--- src/memio_consts.svh ---
`ifndef MEMIO_CONSTS_SVH
`define MEMIO_CONSTS_SVH

// upper 24 address bits of the board I/O page
`define IO_PAGE         24'hFFFFFC

// register offsets inside the I/O page
`define LED_OFS         8'h60   // write only, low 24 bits
`define SEG_OFS         8'h64   // write only, seven-segment value
`define SWITCH_OFS      8'h70   // read only, 12 switches
`define KEY_OFS         8'h74   // read only, 4 keys
`define BTN_OFS         8'h78   // read only, confirm button

// data memory size as word-index bits
`define MEM_ADDR_BITS   10      // 1024 words

// ecall services, carried on the 2-bit ecallOp
`define ECALL_PRINT_INT 2'd1    // a7 = 1, a0 to LEDs
`define ECALL_READ_INT  2'd2    // a7 = 5, switches to a0

`endif

--- src/memIoPkg.sv ---
`default_nettype none

`include "memio_consts.svh"

package memIoPkg;

    // word-addressed data memory split
    typedef struct packed {
        logic [29-`MEM_ADDR_BITS:0] upper;      // ignored, addresses wrap
        logic [`MEM_ADDR_BITS-1:0]  wordIdx;
        logic [1:0]                 byteOfs;    // always 0 for word accesses
    } memView_s;

    // I/O page split
    typedef struct packed {
        logic [23:0] page;
        logic [7:0]  ofs;
    } ioView_s;

    // one address word, decoded both ways
    typedef union packed {
        memView_s mem;
        ioView_s  io;
    } memIoAddr_u;

    // owner of the load result coming back next cycle
    typedef enum logic [1:0] {
        srcNone = 2'd0,
        srcMem  = 2'd1,
        srcIo   = 2'd2
    } readSrc_e;

endpackage

`default_nettype wire

--- src/memOrIo.sv ---
`timescale 1ns/1ps
`default_nettype none

`include "memio_consts.svh"

module memOrIo (
    input  logic                   clk,
    input  logic                   rstN,
    input  logic                   mRead,
    input  logic                   mWrite,
    input  logic [31:0]            aluResult,
    input  logic [31:0]            rRdata,
    input  logic                   ecallValid,
    input  logic [1:0]             ecallOp,
    input  logic [31:0]            ecallA0,
    input  logic [31:0]            memRdata,
    input  logic [31:0]            ioRdata,
    output logic                   memWe,
    output logic                   memRe,
    output memIoPkg::memIoAddr_u   memAddr,
    output logic                   ioWe,
    output logic                   ioRe,
    output logic                   ecallPrint,
    output logic                   ecallRead,
    output logic [7:0]             ioOfs,
    output logic [31:0]            memWdata,
    output logic [31:0]            ioWdata,
    output logic [31:0]            rWdata
);

    memIoPkg::memIoAddr_u addr;
    memIoPkg::readSrc_e   nextSrc;
    memIoPkg::readSrc_e   pendSrc;

    logic isIo;
    logic accessOk;

    assign addr     = aluResult;
    assign isIo     = addr.io.page == `IO_PAGE;
    assign accessOk = !ecallValid;     // a valid ecall owns the cycle

    assign ecallPrint = ecallValid && ecallOp == `ECALL_PRINT_INT;
    assign ecallRead  = ecallValid && ecallOp == `ECALL_READ_INT;

    // exactly one side sees each strobe
    assign memWe = accessOk && mWrite && !isIo;
    assign memRe = accessOk && mRead && !isIo;
    assign ioWe  = accessOk && mWrite && isIo;
    assign ioRe  = accessOk && mRead && isIo;

    assign memAddr  = addr;
    assign ioOfs    = addr.io.ofs;
    assign memWdata = rRdata;
    assign ioWdata  = ecallPrint ? ecallA0 : rRdata;   // a0 goes out to the LEDs

    always_comb begin
        if (memRe) begin
            nextSrc = memIoPkg::srcMem;
        end else if (ioRe || ecallRead) begin
            nextSrc = memIoPkg::srcIo;   // read-int comes back through ioPorts
        end else begin
            nextSrc = memIoPkg::srcNone;
        end
    end

    always_ff @(posedge clk) begin
        if (!rstN) begin
            pendSrc <= memIoPkg::srcNone;
        end else begin
            pendSrc <= nextSrc;
        end
    end

    // both sources are registered, so pick one cycle after the strobe
    always_comb begin
        case (pendSrc)
            memIoPkg::srcMem: rWdata = memRdata;
            memIoPkg::srcIo:  rWdata = ioRdata;
            default:          rWdata = 32'h0;
        endcase
    end

    strobesExclusive: assert property (
        @(posedge clk) disable iff (!rstN) !(mRead && mWrite)
    ) else $error("load and store strobes high together");

    pendingHasLoad: assert property (
        @(posedge clk) disable iff (!rstN)
        (pendSrc != memIoPkg::srcNone) |-> $past(mRead || ecallRead)
    ) else $error("read result pending without a load the cycle before");

endmodule

`default_nettype wire

--- config.mk ---
export PLATFORM = sky130hd
export DESIGN_NAME = memOrIo
export DESIGN_NICKNAME = d
export VERILOG_FILES = /design/src/memIoPkg.sv /design/src/memOrIo.sv
export VERILOG_INCLUDE_DIRS = /design/src
export SDC_FILE = /design/constraint.sdc
export NUM_CORES = 1
export LEC_CHECK = 0
export ABC_CLOCK_PERIOD_IN_PS = 2500
export BUFFER_PORTS_ARGS = -buffer_cell sky130_fd_sc_hd__buf_2
export CORE_AREA = 2 2 119 121
export CTS_CLUSTER_DIAMETER = 40
export CTS_CLUSTER_SIZE = 40
export DETAILED_ROUTE_END_ITERATION = 7
export DIE_AREA = 0 0 121 123
export GPL_TIMING_DRIVEN = 0
export RECOVER_POWER = 25
export SLEW_MARGIN = 5
export SYNTH_ARGS = -nofsm -noshare
export SYNTH_HDL_FRONTEND = slang
export SYNTH_SLANG_ARGS = --single-unit
--- constraint.sdc ---
create_clock -name clk -period 2.5 [get_ports clk]
set_input_delay 0.75 -clock clk [delete_from_list [all_inputs] [get_ports clk]]
set_output_delay 0.75 -clock clk [all_outputs]
set_load 0.03 [all_outputs]
==> results.yml <==
die:
  start_util: 0.123
  num_io_pins: 309
  die_w_um: 121
  die_y_um: 123
  rows: 43
  die-area_um2: 14900
  core_area_um2: 13600
clock_tree:
  cts_buffer_depth: 2
  htree_levels: 1
  clock-sinks: 2
  cts_tree: "yes"
  cts_inserted_buffers: 3
  clock-root-buffer: "clkbuf_16"
  path_clk_slew_ns: 0.03
synthesis:
  yosys.area_share.adder: 0.0149
  syn_nets: 375
  ys_seq_elements: 2
  syn_inst: 206
  synth.top_cell.area_share: 0.323
  synthesis.area_um2: 1680
  yosysWarnings: 0
  synth_area_leaders: "buf_4, mux2_4, a22oi_1, nor2_1, dfxtp_1"
  avgSynthCellArea_um2: 8.13
  synth-xor-area-share: 0
  ys_seq_area_frac: 0.0239
  muxShareOfSynthArea: 0.280
  synth_top_family_by_area: "buffers and inverters"
  synth_compound_area_frac: 0.161
  yosys.area.top_type: "buf_4"
  ys_types: 23
  synth-simple-area-share: 0.150
detailed_routing:
  vias_per_cell: 3.67
  initialDrtViolationCount: 57
  dr.pass1.iters: 4
  post_drt_wl_per_cell_um: 12.2
  via_count: 2545
  ant_nets: 0
  drcViolationCount: 0
  drt_wl_total_um: 8470
hold_path:
  hold_start: "rstN"
  min_path_type: "input port to register"
place:
  gp_congestion: 0.816
  placed_area_um2: 3400
  dp.cells: 686
  pre_cts_ws_ns: -0.219
  dpl.hpwl_um: 7310
  io_buffer_count: 300
layout:
  regMostFlops: "pendSrc"
  largestRegisters: "pendSrc: 2 flops"
  largest_reg_flops: 2
  area_growth_pct: 124
  antenna_cells: 0
  fin_cells: 694
  fin_util: 0.276
  drive_gt1_frac: 0.782
  layout_common_cells: "buf_2, buf_4, nor2_1, a22oi_1, buf_6"
  nets: 685
  post-route-cell-area_um2: 3750
  mostFrequentLayoutCell: "buf_2"
outcome:
  failed_checks: "negative setup slack"
  status: "finished with violations"
timing:
  tightestPinTransition_ns: 0.378
  fin_crit_sh: 1.02
  clock.fmax_ghz: 0.392
  fin_ws_ns: -0.0483
  setup_viol: 20
  rsz0062_at_grt: "yes"
  period_needed_ns: 2.55
  relSlewSlack: 0.747
  drv_slew: 0
  hold_viol_final: 0
critical_path:
  path_delay_family: "buffers and inverters"
  endpoint_kind: "output port"
  critPathRequiredTime_ns: 1.75
  critPathCapture: "ioWdata[27]"
  cp.depth: 5
  path_cells: "buf_6 > nand3b_4 > buf_12 > mux2_4 > buf_2"
  worstPathArrival_ns: 1.80
  crit_fanout: 10
  crit_type: "input port to output port"
  cp-startpoint: "ecallOp[1]"
  critPathLaunchType: "input port"
  cp_slowest_cell: "mux2_4"
  path_buf_inv: 3
  critPathMaxStageDelay_ns: 0.30
job:
  maxCapViolCount: 0
pwr:
  p_per_area_nw_per_um2: 268
  max-vdd-ir-drop_uv: 139
  total_power_mw: 1.00
  p_leak_nw: 2.18
grt:
  grt_max_degree: 11
  antenna_found_initial: 0
  grt_use_total: 0.0913
  grt_first_pass_wirelength_um: 10800
  grt_pass1_vias: 2272
  gr-total-overflow: 0
-- worst min path at each step --
stage	endpoint	slack, ns	depth (start not counted)
floorplan	pendSrc[1]$_SDFF_PP0_	0.88	1
global placement	pendSrc[1]$_SDFF_PP0_	1.04	2
detailed placement	pendSrc[1]$_SDFF_PP0_	1.04	2
CTS	pendSrc[1]$_SDFF_PP0_	0.82	2
global route	pendSrc[1]$_SDFF_PP0_	0.85	2
finish	pendSrc[1]$_SDFF_PP0_	0.83	2
-- where the power goes --
part	internal [mW]	switching, mW
registers	0.0333	0.000919
clock network	0.203	0.0356
logic	0.343	0.388
-- final cells by class --
class                   instances  area (um^2)
flip-flops and latches          2         40.0
multi-input cells             117         1020
fillers                      1505         9860
clock buffers                   3         75.1
plain buffers                  84          646
inverters                       3         11.3
repair buffers                305         1740
well taps                     180          225
-- repair_timing --
| item | in CTS | in global routing |
|---|---|---|
| endpoints found under the setup margin | 5 | 61 |
| buffers inserted | 1 | 2 |
| resized for setup | 9 | 90 |
| pin swaps | 4 | 1 |
| hold buffers | 0 | 0 |
| gates cloned | 0 | 2 |
-- Yosys cell counts --
library cell	count
and2_1	1
nor2b_1	1
nand4bb_1	1
nor2_1	33
nand3b_4	1
mux2_4	29
dfxtp_1	2
a21oi_1	1
buf_6	3
and4b_1	1
nor4_4	1
a21boi_0	2
inv_1	3
clkbuf_1	9
mux2_2	3
and3b_1	1
buf_4	72
nand4_1	5
a32o_1	1
ha_1	2
and3_1	1
a22oi_1	32
nand2b_1	1
-- layer usage --
metal,global-route usage,vias up,share of wire,wire length [um]
met5,0,-,0,0
met4,0.0240,0,0.0058,49
met3,0.0208,2,0.12,1010
met2,0.182,190,0.52,4440
met1,0.0951,1078,0.35,2970
li1,-,1275,-,-
-- metrics by stage --
stage | TNS (ns) | hold slack, ns
2_1_floorplan | 0 | 0.876
3_3_place_gp | -0.703 | 1.04
3_5_place_dp | -0.691 | 1.04
4_1_cts | -0.0223 | 0.822
5_1_grt | -1.62 | 0.851
6_report | -0.474 | 0.831
-- logic make-up (layout without fill, tap and decap cells) --
group,after synthesis,in the layout
buffers and inverters,87,395
adders and majority gates,2,2
AOI/OAI and AO/OA,36,36
muxes,32,32
and+or+nand+nor,47,47
DFF,2,2
(Power assumes the default switching activity.)
