<file path="config.mk">
export PLATFORM = sky130hd
export DESIGN_NAME = ioPorts
export DESIGN_NICKNAME = d
export VERILOG_FILES = /design/src/ioPorts.sv
export VERILOG_INCLUDE_DIRS = /design/src
export SDC_FILE = /design/constraint.sdc
export NUM_CORES = 1
export LEC_CHECK = 0
export ABC_AREA = 1
export BUFFER_PORTS_ARGS = -buffer_cell sky130_fd_sc_hd__buf_2
export CORE_UTILIZATION = 43
export DETAILED_ROUTE_END_ITERATION = 7
export GPL_TIMING_DRIVEN = 1
export PLACE_DENSITY = 0.81
export SLEW_MARGIN = 15
export SYNTH_ARGS = -nofsm -noshare
export SYNTH_HDL_FRONTEND = slang
export SYNTH_SLANG_ARGS = --single-unit
</file>
<file path="constraint.sdc">
create_clock -name clk -period 0.9 [get_ports clk]
set_input_delay 0.045 -clock clk [delete_from_list [all_inputs] [get_ports clk]]
set_output_delay 0.045 -clock clk [all_outputs]
set_load 0.1 [all_outputs]
</file>
<file path="src/memio_consts.svh">
`ifndef MEMIO_CONSTS_SVH
`define MEMIO_CONSTS_SVH

// upper 24 address bits of the board I/O page
`define IO_PAGE         24'hFFFFFC

// register offsets inside the I/O page
`define LED_OFS         8'h60   // write only, low 24 bits
`define SEG_OFS         8'h64   // write only, seven-segment value
`define SWITCH_OFS      8'h70   // read only, 12 switches
`define KEY_OFS         8'h74   // read only, 4 keys
`define BTN_OFS         8'h78   // read only, confirm button

// data memory size as word-index bits
`define MEM_ADDR_BITS   10      // 1024 words

// ecall services, carried on the 2-bit ecallOp
`define ECALL_PRINT_INT 2'd1    // a7 = 1, a0 to LEDs
`define ECALL_READ_INT  2'd2    // a7 = 5, switches to a0

`endif

</file>
<file path="src/ioPorts.sv">
`timescale 1ns/1ps
`default_nettype none

`include "memio_consts.svh"

module ioPorts (
    input  logic        clk,
    input  logic        rstN,
    input  logic        ioWe,
    input  logic        ioRe,
    input  logic        ecallPrint,
    input  logic        ecallRead,
    input  logic [7:0]  ioOfs,
    input  logic [31:0] ioWdata,
    input  logic [11:0] switchIn,
    input  logic [3:0]  keyIn,
    input  logic        btnIn,
    output logic [31:0] ioRdata,
    output logic [23:0] led,
    output logic [31:0] seg
);

    // two-stage synchronizers for the board inputs
    logic [11:0] switchMeta;
    logic [11:0] switchSync;
    logic [3:0]  keyMeta;
    logic [3:0]  keySync;
    logic        btnMeta;
    logic        btnSync;

    logic ledWr;
    logic segWr;

    always_ff @(posedge clk) begin
        switchMeta <= switchIn;
        switchSync <= switchMeta;
        keyMeta    <= keyIn;
        keySync    <= keyMeta;
        btnMeta    <= btnIn;
        btnSync    <= btnMeta;
    end

    assign ledWr = ecallPrint || (ioWe && ioOfs == `LED_OFS);   // print-int drives LEDs too
    assign segWr = ioWe && ioOfs == `SEG_OFS;

    // output registers
    always_ff @(posedge clk) begin
        if (!rstN) begin
            led <= '0;
            seg <= '0;
        end else begin
            if (ledWr) begin
                led <= ioWdata[23:0];   // only 24 LEDs on the board
            end
            if (segWr) begin
                seg <= ioWdata;
            end
        end
    end

    // load result is ready the cycle after the strobe
    always_ff @(posedge clk) begin
        if (ecallRead) begin
            ioRdata <= {20'h0, switchSync};
        end else if (ioRe) begin
            case (ioOfs)
                `SWITCH_OFS: ioRdata <= {20'h0, switchSync};
                `KEY_OFS:    ioRdata <= {28'h0, keySync};
                `BTN_OFS:    ioRdata <= {31'h0, btnSync};
                default:     ioRdata <= 32'h0;  // unmapped or write-only
            endcase
        end
    end

    // ecall must have masked the core's store strobe upstream
    printNotWithStore: assert property (
        @(posedge clk) disable iff (!rstN) !(ecallPrint && ioWe)
    ) else $error("print ecall overlaps an I/O store");

endmodule

`default_nettype wire

</file>
==> results.py, run 1 <==
metrics = {
    "logic_synthesis": {
        "synth_area_per_cell_sq_um": 8.63,
        "syn_inst": 424,
        "yosysTopAreaCell": "dfxtp_1",
        "ys_seq_area_frac": 0.591,
        "ys_seq_elements": 102,
        "synth-edff-count": 12,
        "synth_area_sq_um": 3660,
        "synth_top_family_by_area": "simple AND/OR/NAND/NOR gates",
        "synth_xor_area_frac": 0,
        "synth_adder_area_share": 0,
        "yosys_warnings": 0,
        "synth_area_leaders": "dfxtp_1, nor2_1, edfxtp_1, nand3_1, buf_4",
        "ys.flop_type": "dfxtp_1",
        "yosysTopAreaCellShare": 0.493,
        "yosys.area_share.simple": 0.243,
        "yosys.cell_types.count": 26,
        "synth_mux_area_frac": 0,
        "async_flop_share": 0,
        "synth-compound-area-share": 0.0496,
    },
    "cts": {
        "htreeDepth": 3,
        "cts_tree": "built",
        "clock_path_buffers": 2,
        "cts-root-buf": "clkbuf_8",
        "numCtsBuffers": 9,
        "clock_latency_ns": 0.35,
        "clkSinkCount": 102,
        "clkSlewWorstSetupHoldPaths_ns": 0.10,
    },
    "global_route": {
        "track_usage": 0.250,
        "grt_pass1_vias": 3643,
        "grt_pass1_wl_mm": 16.8,
        "grt_use_met1": 0.249,
        "grt_remaining_overflow": 0,
        "grt_util_met3": 0.0574,
        "grt_max_degree": 57,
        "antenna_found_initial": 0,
        "use_met2": 0.467,
        "busiest_layer": "met2",
    },
    "placed_design": {
        "gp_congestion": 0.778,
        "placed_cell_area_sq_um": 5550,
        "place.port_buffers": 130,
        "dp.cells": 655,
        "dp_hpwl_mm": 6.86,
    },
    "drt": {
        "wire_per_inst_microns": 14.8,
        "drt_first_pass_iters": 6,
        "drt_iter0_drc": 99,
        "vias": 3397,
        "drc_errors": 0,
        "viasPerCell": 4.67,
        "drtAntennaViolNets": 0,
        "routed_wl_mm": 10.8,
    },
    "outcome": {
        "violations": "setup timing",
        "status": "complete, but fails checks",
    },
    "setup_path": {
        "required_ns": 0.85,
        "end_kind": "primary output",
        "crit_chain": "buf_12",
        "critical_path_peak_fanout": 1,
        "critPathKind": "reg -> out",
        "start_kind": "flip-flop",
        "crit_arrival_ns": 0.98,
        "critPathTopFamily": "flip-flops",
        "slowest_delay_ns": 0.44,
        "r2r_cells": 4,
        "crit_cells": 1,
        "cp_slowest_cell": "edfxtp_1",
        "crit_buf_inv": 1,
    },
    "die": {
        "dieArea_sq_um": 8880,
        "core_sq_um": 8220,
        "die_height_microns": 94.2,
        "rows": 33,
        "die_w_microns": 94.2,
        "io_pins": 151,
        "initial_utilization": 0.445,
    },
    "final_layout": {
        "final_area_sq_um": 6330,
        "drive_gt1_frac": 0.386,
        "final_common_cell": "nor2_1",
        "final_cells": 727,
        "final_cell_mix": "nor2_1, buf_12, buf_2",
        "diodes": 0,
        "nNetsFinal": 680,
        "areaGrowthSynthToFinish_pct": 73.2,
        "n_fill_cell": 502,
    },
    "job": {
        "max-cap-violations": 0,
    },
    "sta": {
        "finalSetupViolations": 68,
        "report.final.slew_viol_count": 0,
        "setup_slack_ns": -0.128,
        "max_freq_mhz": 973,
        "finalCritPeriodShare": 1.14,
        "skew_ns": 0.00768,
        "rsz0062_at_grt": "true",
        "period_minus_slack_ns": 1.03,
        "tns_ns": -3.16,
        "final_hold_viol_count": 0,
    },
    "power": {
        "power_uw": 10300,
        "irDropWorstVdd_mv": 1.35,
        "leakage_uw": 0.00285,
        "power_density_nw_per_um2": 1630,
    },
    "min_path": {
        "worstHoldPathCells": 4,
        "holdCritPathClass": "in -> reg",
    },
}
==> worst register-to-register path, cell delays in order (launching register included) <==
cell and delay, ns:
dfxtp_1 0.33, nand3_1 0.09, nand2_1 0.06, nand2_1 0.06, nand2_1 0.06
==> sequential cells by signal (all words and copies together), names as in the netlist <==
register / count
switchMeta: 12
seg: 32
keySync: 4
keyMeta: 4
btnMeta: 1
led: 24
btnSync: 1
switchSync: 12
ioRdata: 12
==> repair_timing <==
action	in CTS	in global routing
buffers inserted	2	4
hold endpoints to repair	71	0
pin swaps	0	2
gates cloned	0	1
setup endpoints to repair	68	101
resized for setup	0	9
hold buffers	49	0
==> path summary, 6_finish.rpt <==
kind	to	from	slack, ns
worst min register to register	switchSync[3]$_DFF_P_	switchMeta[3]$_DFF_P_	0.33
worst max register to register	ioRdata[1]$_DFFE_PP_	switchSync[1]$_DFF_P_	0.06
worst max-delay path	ioRdata[4]	ioRdata[4]$_DFFE_PP_	-0.13
worst min-delay path	led[8]$_SDFFE_PN0P_	ecallPrint	0.10
==> metrics by stage <==
stage	utilization	hold slack (ns)	worst slack [ns]
after global placement	0.675	0.147	-0.282
after detailed placement	0.675	0.149	-0.356
final	0.771	0.103	-0.128
after CTS	0.762	0.0809	-0.148
after floorplan	-	0.0727	-0.102
after global routing	0.771	0.118	-0.170
==> power breakdown <==
group | internal, uW | leakage, uW | switching [uW] | total [uW]
logic | 840 | 0.00184 | 1660 | 2500
registers | 4780 | 0.000906 | 143 | 4920
clock network | 1370 | 0.000104 | 1560 | 2920
total | 6990 | 0.00285 | 3360 | 10300
==> cells by family (layout without fill, tap and decap cells) <==
group | after synthesis | count (layout)
AOI/OAI and AO/OA | 34 | 35
buffers and inverters | 79 | 257
DFF | 102 | 102
other | 1 | 20
and+or+nand+nor | 208 | 208
==> cells in the mapped netlist (2+ instances only) <==
| master | n |
|---|---|
| nor2_1 | 121 |
| dfxtp_1 | 90 |
| nand2_1 | 42 |
| inv_1 | 38 |
| nand3_1 | 34 |
| o21ai_0 | 23 |
| buf_4 | 22 |
| edfxtp_1 | 12 |
| o21ai_1 | 9 |
| clkbuf_1 | 6 |
| buf_6 | 5 |
| nand2_2 | 3 |
| buf_1 | 2 |
| buf_2 | 2 |
| inv_2 | 2 |
| nand2_4 | 2 |
| nor2_4 | 2 |
==> metal layers <==
metal,wire length [microns],up-vias
li1,-,1654
met1,3790,1549
met2,5900,149
met3,552,45
met4,509,0
met5,0,-
==> layout make-up <==
class,instances,area [sq um],area share
Clock inverter,4,31.3,0.00494
Multi-Input combinational cell,263,1180,0.187
Inverter,41,155,0.0245
Clock buffer,12,178,0.0281
Tap cell,105,131,0.0207
Sequential cell,102,2300,0.363
Timing Repair Buffer,200,2360,0.372
(Power assumes the default switching activity.)
==> run 2, diff against run 1 <==
- ABC_AREA: 1 -> unset
- CORE_UTILIZATION: 43 -> 42
- PLACE_DENSITY: 0.81 -> 0.8
==> run 2 against run 1 <==
The run still ends with setup timing left. Critical path type is now in -> reg. Non-clock buffer count rose by 30. Worst setup slack got worse by 0.060 ns. Global-route usage fell by 0.24 points. Largest power group unchanged. Largest cell class unchanged. First-iteration DRC count fell by 23%.
==> results.py, run 2 <==
metrics = {
    "outcome": {
        "status": "complete, but fails checks",
        "violations": "setup timing",
    },
    "cts": {
        "clkSinkCount": 102,
        "cts-root-buf": "clkbuf_8",
        "numCtsBuffers": 9,
        "clock_latency_ns": 0.36,
        "cts_tree": "built",
        "clock_path_buffers": 2,
        "clkSlewWorstSetupHoldPaths_ns": 0.10,
        "htreeDepth": 3,
    },
    "setup_path": {
        "crit_arrival_ns": 1.34,
        "start_kind": "input pin",
        "end_kind": "flip-flop",
        "critical_path_peak_fanout": 5,
        "required_ns": 1.15,
        "critPathKind": "in -> reg",
    },
    "global_route": {
        "antenna_found_initial": 1,
        "grt_remaining_overflow": 0,
        "grt_util_met3": 0.0485,
        "grt_max_degree": 31,
        "use_met2": 0.472,
        "track_usage": 0.247,
        "grt_pass1_wl_mm": 16.0,
        "busiest_layer": "met2",
        "grt_pass1_vias": 3175,
        "grt_use_met1": 0.237,
    },
    "power": {
        "power_density_nw_per_um2": 1530,
        "intPower_uw": 7100,
        "leakage_uw": 0.00275,
        "p_comb_frac": 0.239,
        "irDropWorstVdd_mv": 1.01,
        "seqPwrFrac": 0.468,
        "switching_power_uw": 3390,
        "p_sw_frac": 0.323,
        "clkPwrFrac": 0.293,
    },
    "logic_synthesis": {
        "synth_top_family_by_area": "simple AND/OR/NAND/NOR gates",
        "yosys.cell_types.count": 29,
        "synth_area_sq_um": 3530,
        "synth_commonest_cells": "dfxtp_1, mux2i_1, nor2b_1, nand2_1, nand3_1",
        "yosys.area_share.simple": 0.161,
        "syn_inst": 313,
        "synth_adder_area_share": 0,
        "yosysMostFrequentCell": "dfxtp_1",
        "yosysTopAreaCellShare": 0.510,
        "synth_mux_area_frac": 0.0907,
        "async_flop_share": 0,
        "synth-compound-area-share": 0.0528,
        "synth_xor_area_frac": 0,
        "ys_seq_area_frac": 0.613,
        "ys.flop_type": "dfxtp_1",
        "yosys_warnings": 0,
        "yosysTopAreaCell": "dfxtp_1",
        "ys_seq_elements": 102,
        "synth_area_per_cell_sq_um": 11.3,
        "synth_area_leaders": "dfxtp_1, edfxtp_1, mux2i_1, nor2b_1, buf_4",
        "synth-edff-count": 12,
    },
    "sta": {
        "rsz0062_at_grt": "true",
        "finalSetupViolations": 124,
        "setup_slack_ns": -0.188,
        "final_hold_viol_count": 0,
        "max_freq_mhz": 919,
        "skew_ns": 0.00722,
        "report.final.slew_viol_count": 0,
        "finalCritPeriodShare": 1.21,
        "period_minus_slack_ns": 1.09,
        "holdWs_ns": 0.113,
    },
    "placed_design": {
        "pre_cts_slack_ns": -0.559,
        "place.port_buffers": 130,
        "gp_congestion": 0.828,
        "placed_cell_area_sq_um": 5500,
        "dp_hpwl_mm": 5.90,
    },
    "job": {
        "max-cap-violations": 0,
    },
    "final_layout": {
        "reg_top3": "seg: 32 flops, led: 24 flops",
        "top_register": "seg",
        "nNetsFinal": 597,
        "final_cell_mix": "buf_12, buf_2, dlygate4sd3_1",
        "areaGrowthSynthToFinish_pct": 93.9,
        "largest_register_ffs": 32,
        "final_area_sq_um": 6850,
        "drive_gt1_frac": 0.558,
        "final_common_cell": "buf_12",
    },
    "min_path": {
        "holdCritPathClass": "in -> reg",
    },
    "die": {
        "rows": 33,
        "core_sq_um": 8180,
        "dieArea_sq_um": 8770,
        "die_w_microns": 93.7,
        "die_height_microns": 93.7,
        "io_pins": 151,
        "initial_utilization": 0.432,
    },
    "drt": {
        "wire_per_inst_microns": 19.1,
        "routed_wl_mm": 12.3,
        "drt_first_pass_iters": 4,
        "viasPerCell": 4.93,
        "drtAntennaViolNets": 0,
        "drt_iter0_drc": 76,
        "drc_errors": 0,
        "vias": 3180,
    },
}
## run 2: cell count changes after synthesis, sizes merged, moves of 3 or more
cell | before | now
nor2 | 125 | 1
inv | 40 | 0
mux2i | 0 | 32
nor2b | 0 | 32
nand2 | 47 | 30
nand3 | 35 | 25
and2 | 0 | 9
o21ai | 32 | 26
a22oi | 0 | 3
clkbuf | 7 | 10
## run 2: per-layer routing
layer / up-vias / wire (microns)
met5: - / 0
met4: 0 / 751
met3: 46 / 605
met2: 153 / 6790
met1: 1530 / 4190
li1: 1451 / -
## run 2: cell type report
class / instances / area, sq um
repair buffers: 230 / 2810
clock buffers: 10 / 138
diodes: 1 / 2.50
well taps: 105 / 131
flip-flops and latches: 102 / 2260
clock inverters: 6 / 73.8
multi-input cells: 191 / 1420
fillers: 392 / 1330
## run 2: cell families (layout without fill, tap and decap cells)
group,Yosys count,after routing
AND/OR/NAND/NOR,104,104
flip-flops,102,102
buffers and inverters,39,246
AO/OA/AOI/OAI,35,35
multiplexers,32,32
other,1,21
## run 2: timing repair
item,CTS,global route
pin swaps,2,15
setup endpoints to repair,98,129
cloned,4,4
hold endpoints to repair,71,0
gates resized for setup,14,49
hold buffers,49,0
setup buffers,21,12
## run 2: worst paths after layout
kind	start	end	slack [ns]	cells past startpoint
min	ioOfs[1]	ioRdata[0]$_DFFE_PP_	0.11	4
min reg2reg	switchMeta[8]$_DFF_P_	switchSync[8]$_DFF_P_	0.33	0
max	ioOfs[2]	seg[13]$_SDFFE_PN0P_	-0.19	7
max reg2reg	btnSync$_DFF_P_	ioRdata[0]$_DFFE_PP_	-0.02	4
## run 2: worst max-delay path, stage by stage
cell     delay (ns)
buf_2          0.16
nor4b_4        0.26
and3_4         0.28
buf_12         0.12
buf_12         0.12
mux2i_1        0.27
nor2b_1        0.08
## run 2: power by group through the flow
stage | logic (uW) | clock network (uW) | registers (uW)
3_5_place_dp | 2070 | 0 | 5030
3_3_place_gp | 2050 | 0 | 5020
6_report | 2510 | 3070 | 4910
2_1_floorplan | 675 | 0 | 5730
4_1_cts | 2320 | 3070 | 4920
5_1_grt | 2580 | 3320 | 4930
## run 2: per-stage QoR
stage               total power [uW]   util  setup TNS, ns  std cells
finish                         10500  0.837          -9.63        645
global route                   10800  0.837         -13.42        645
CTS                            10300  0.801          -6.07        631
detailed placement              7100  0.673         -25.62        541
global placement                7070  0.673         -22.20        541
floorplan                       6410      -          -9.21        332
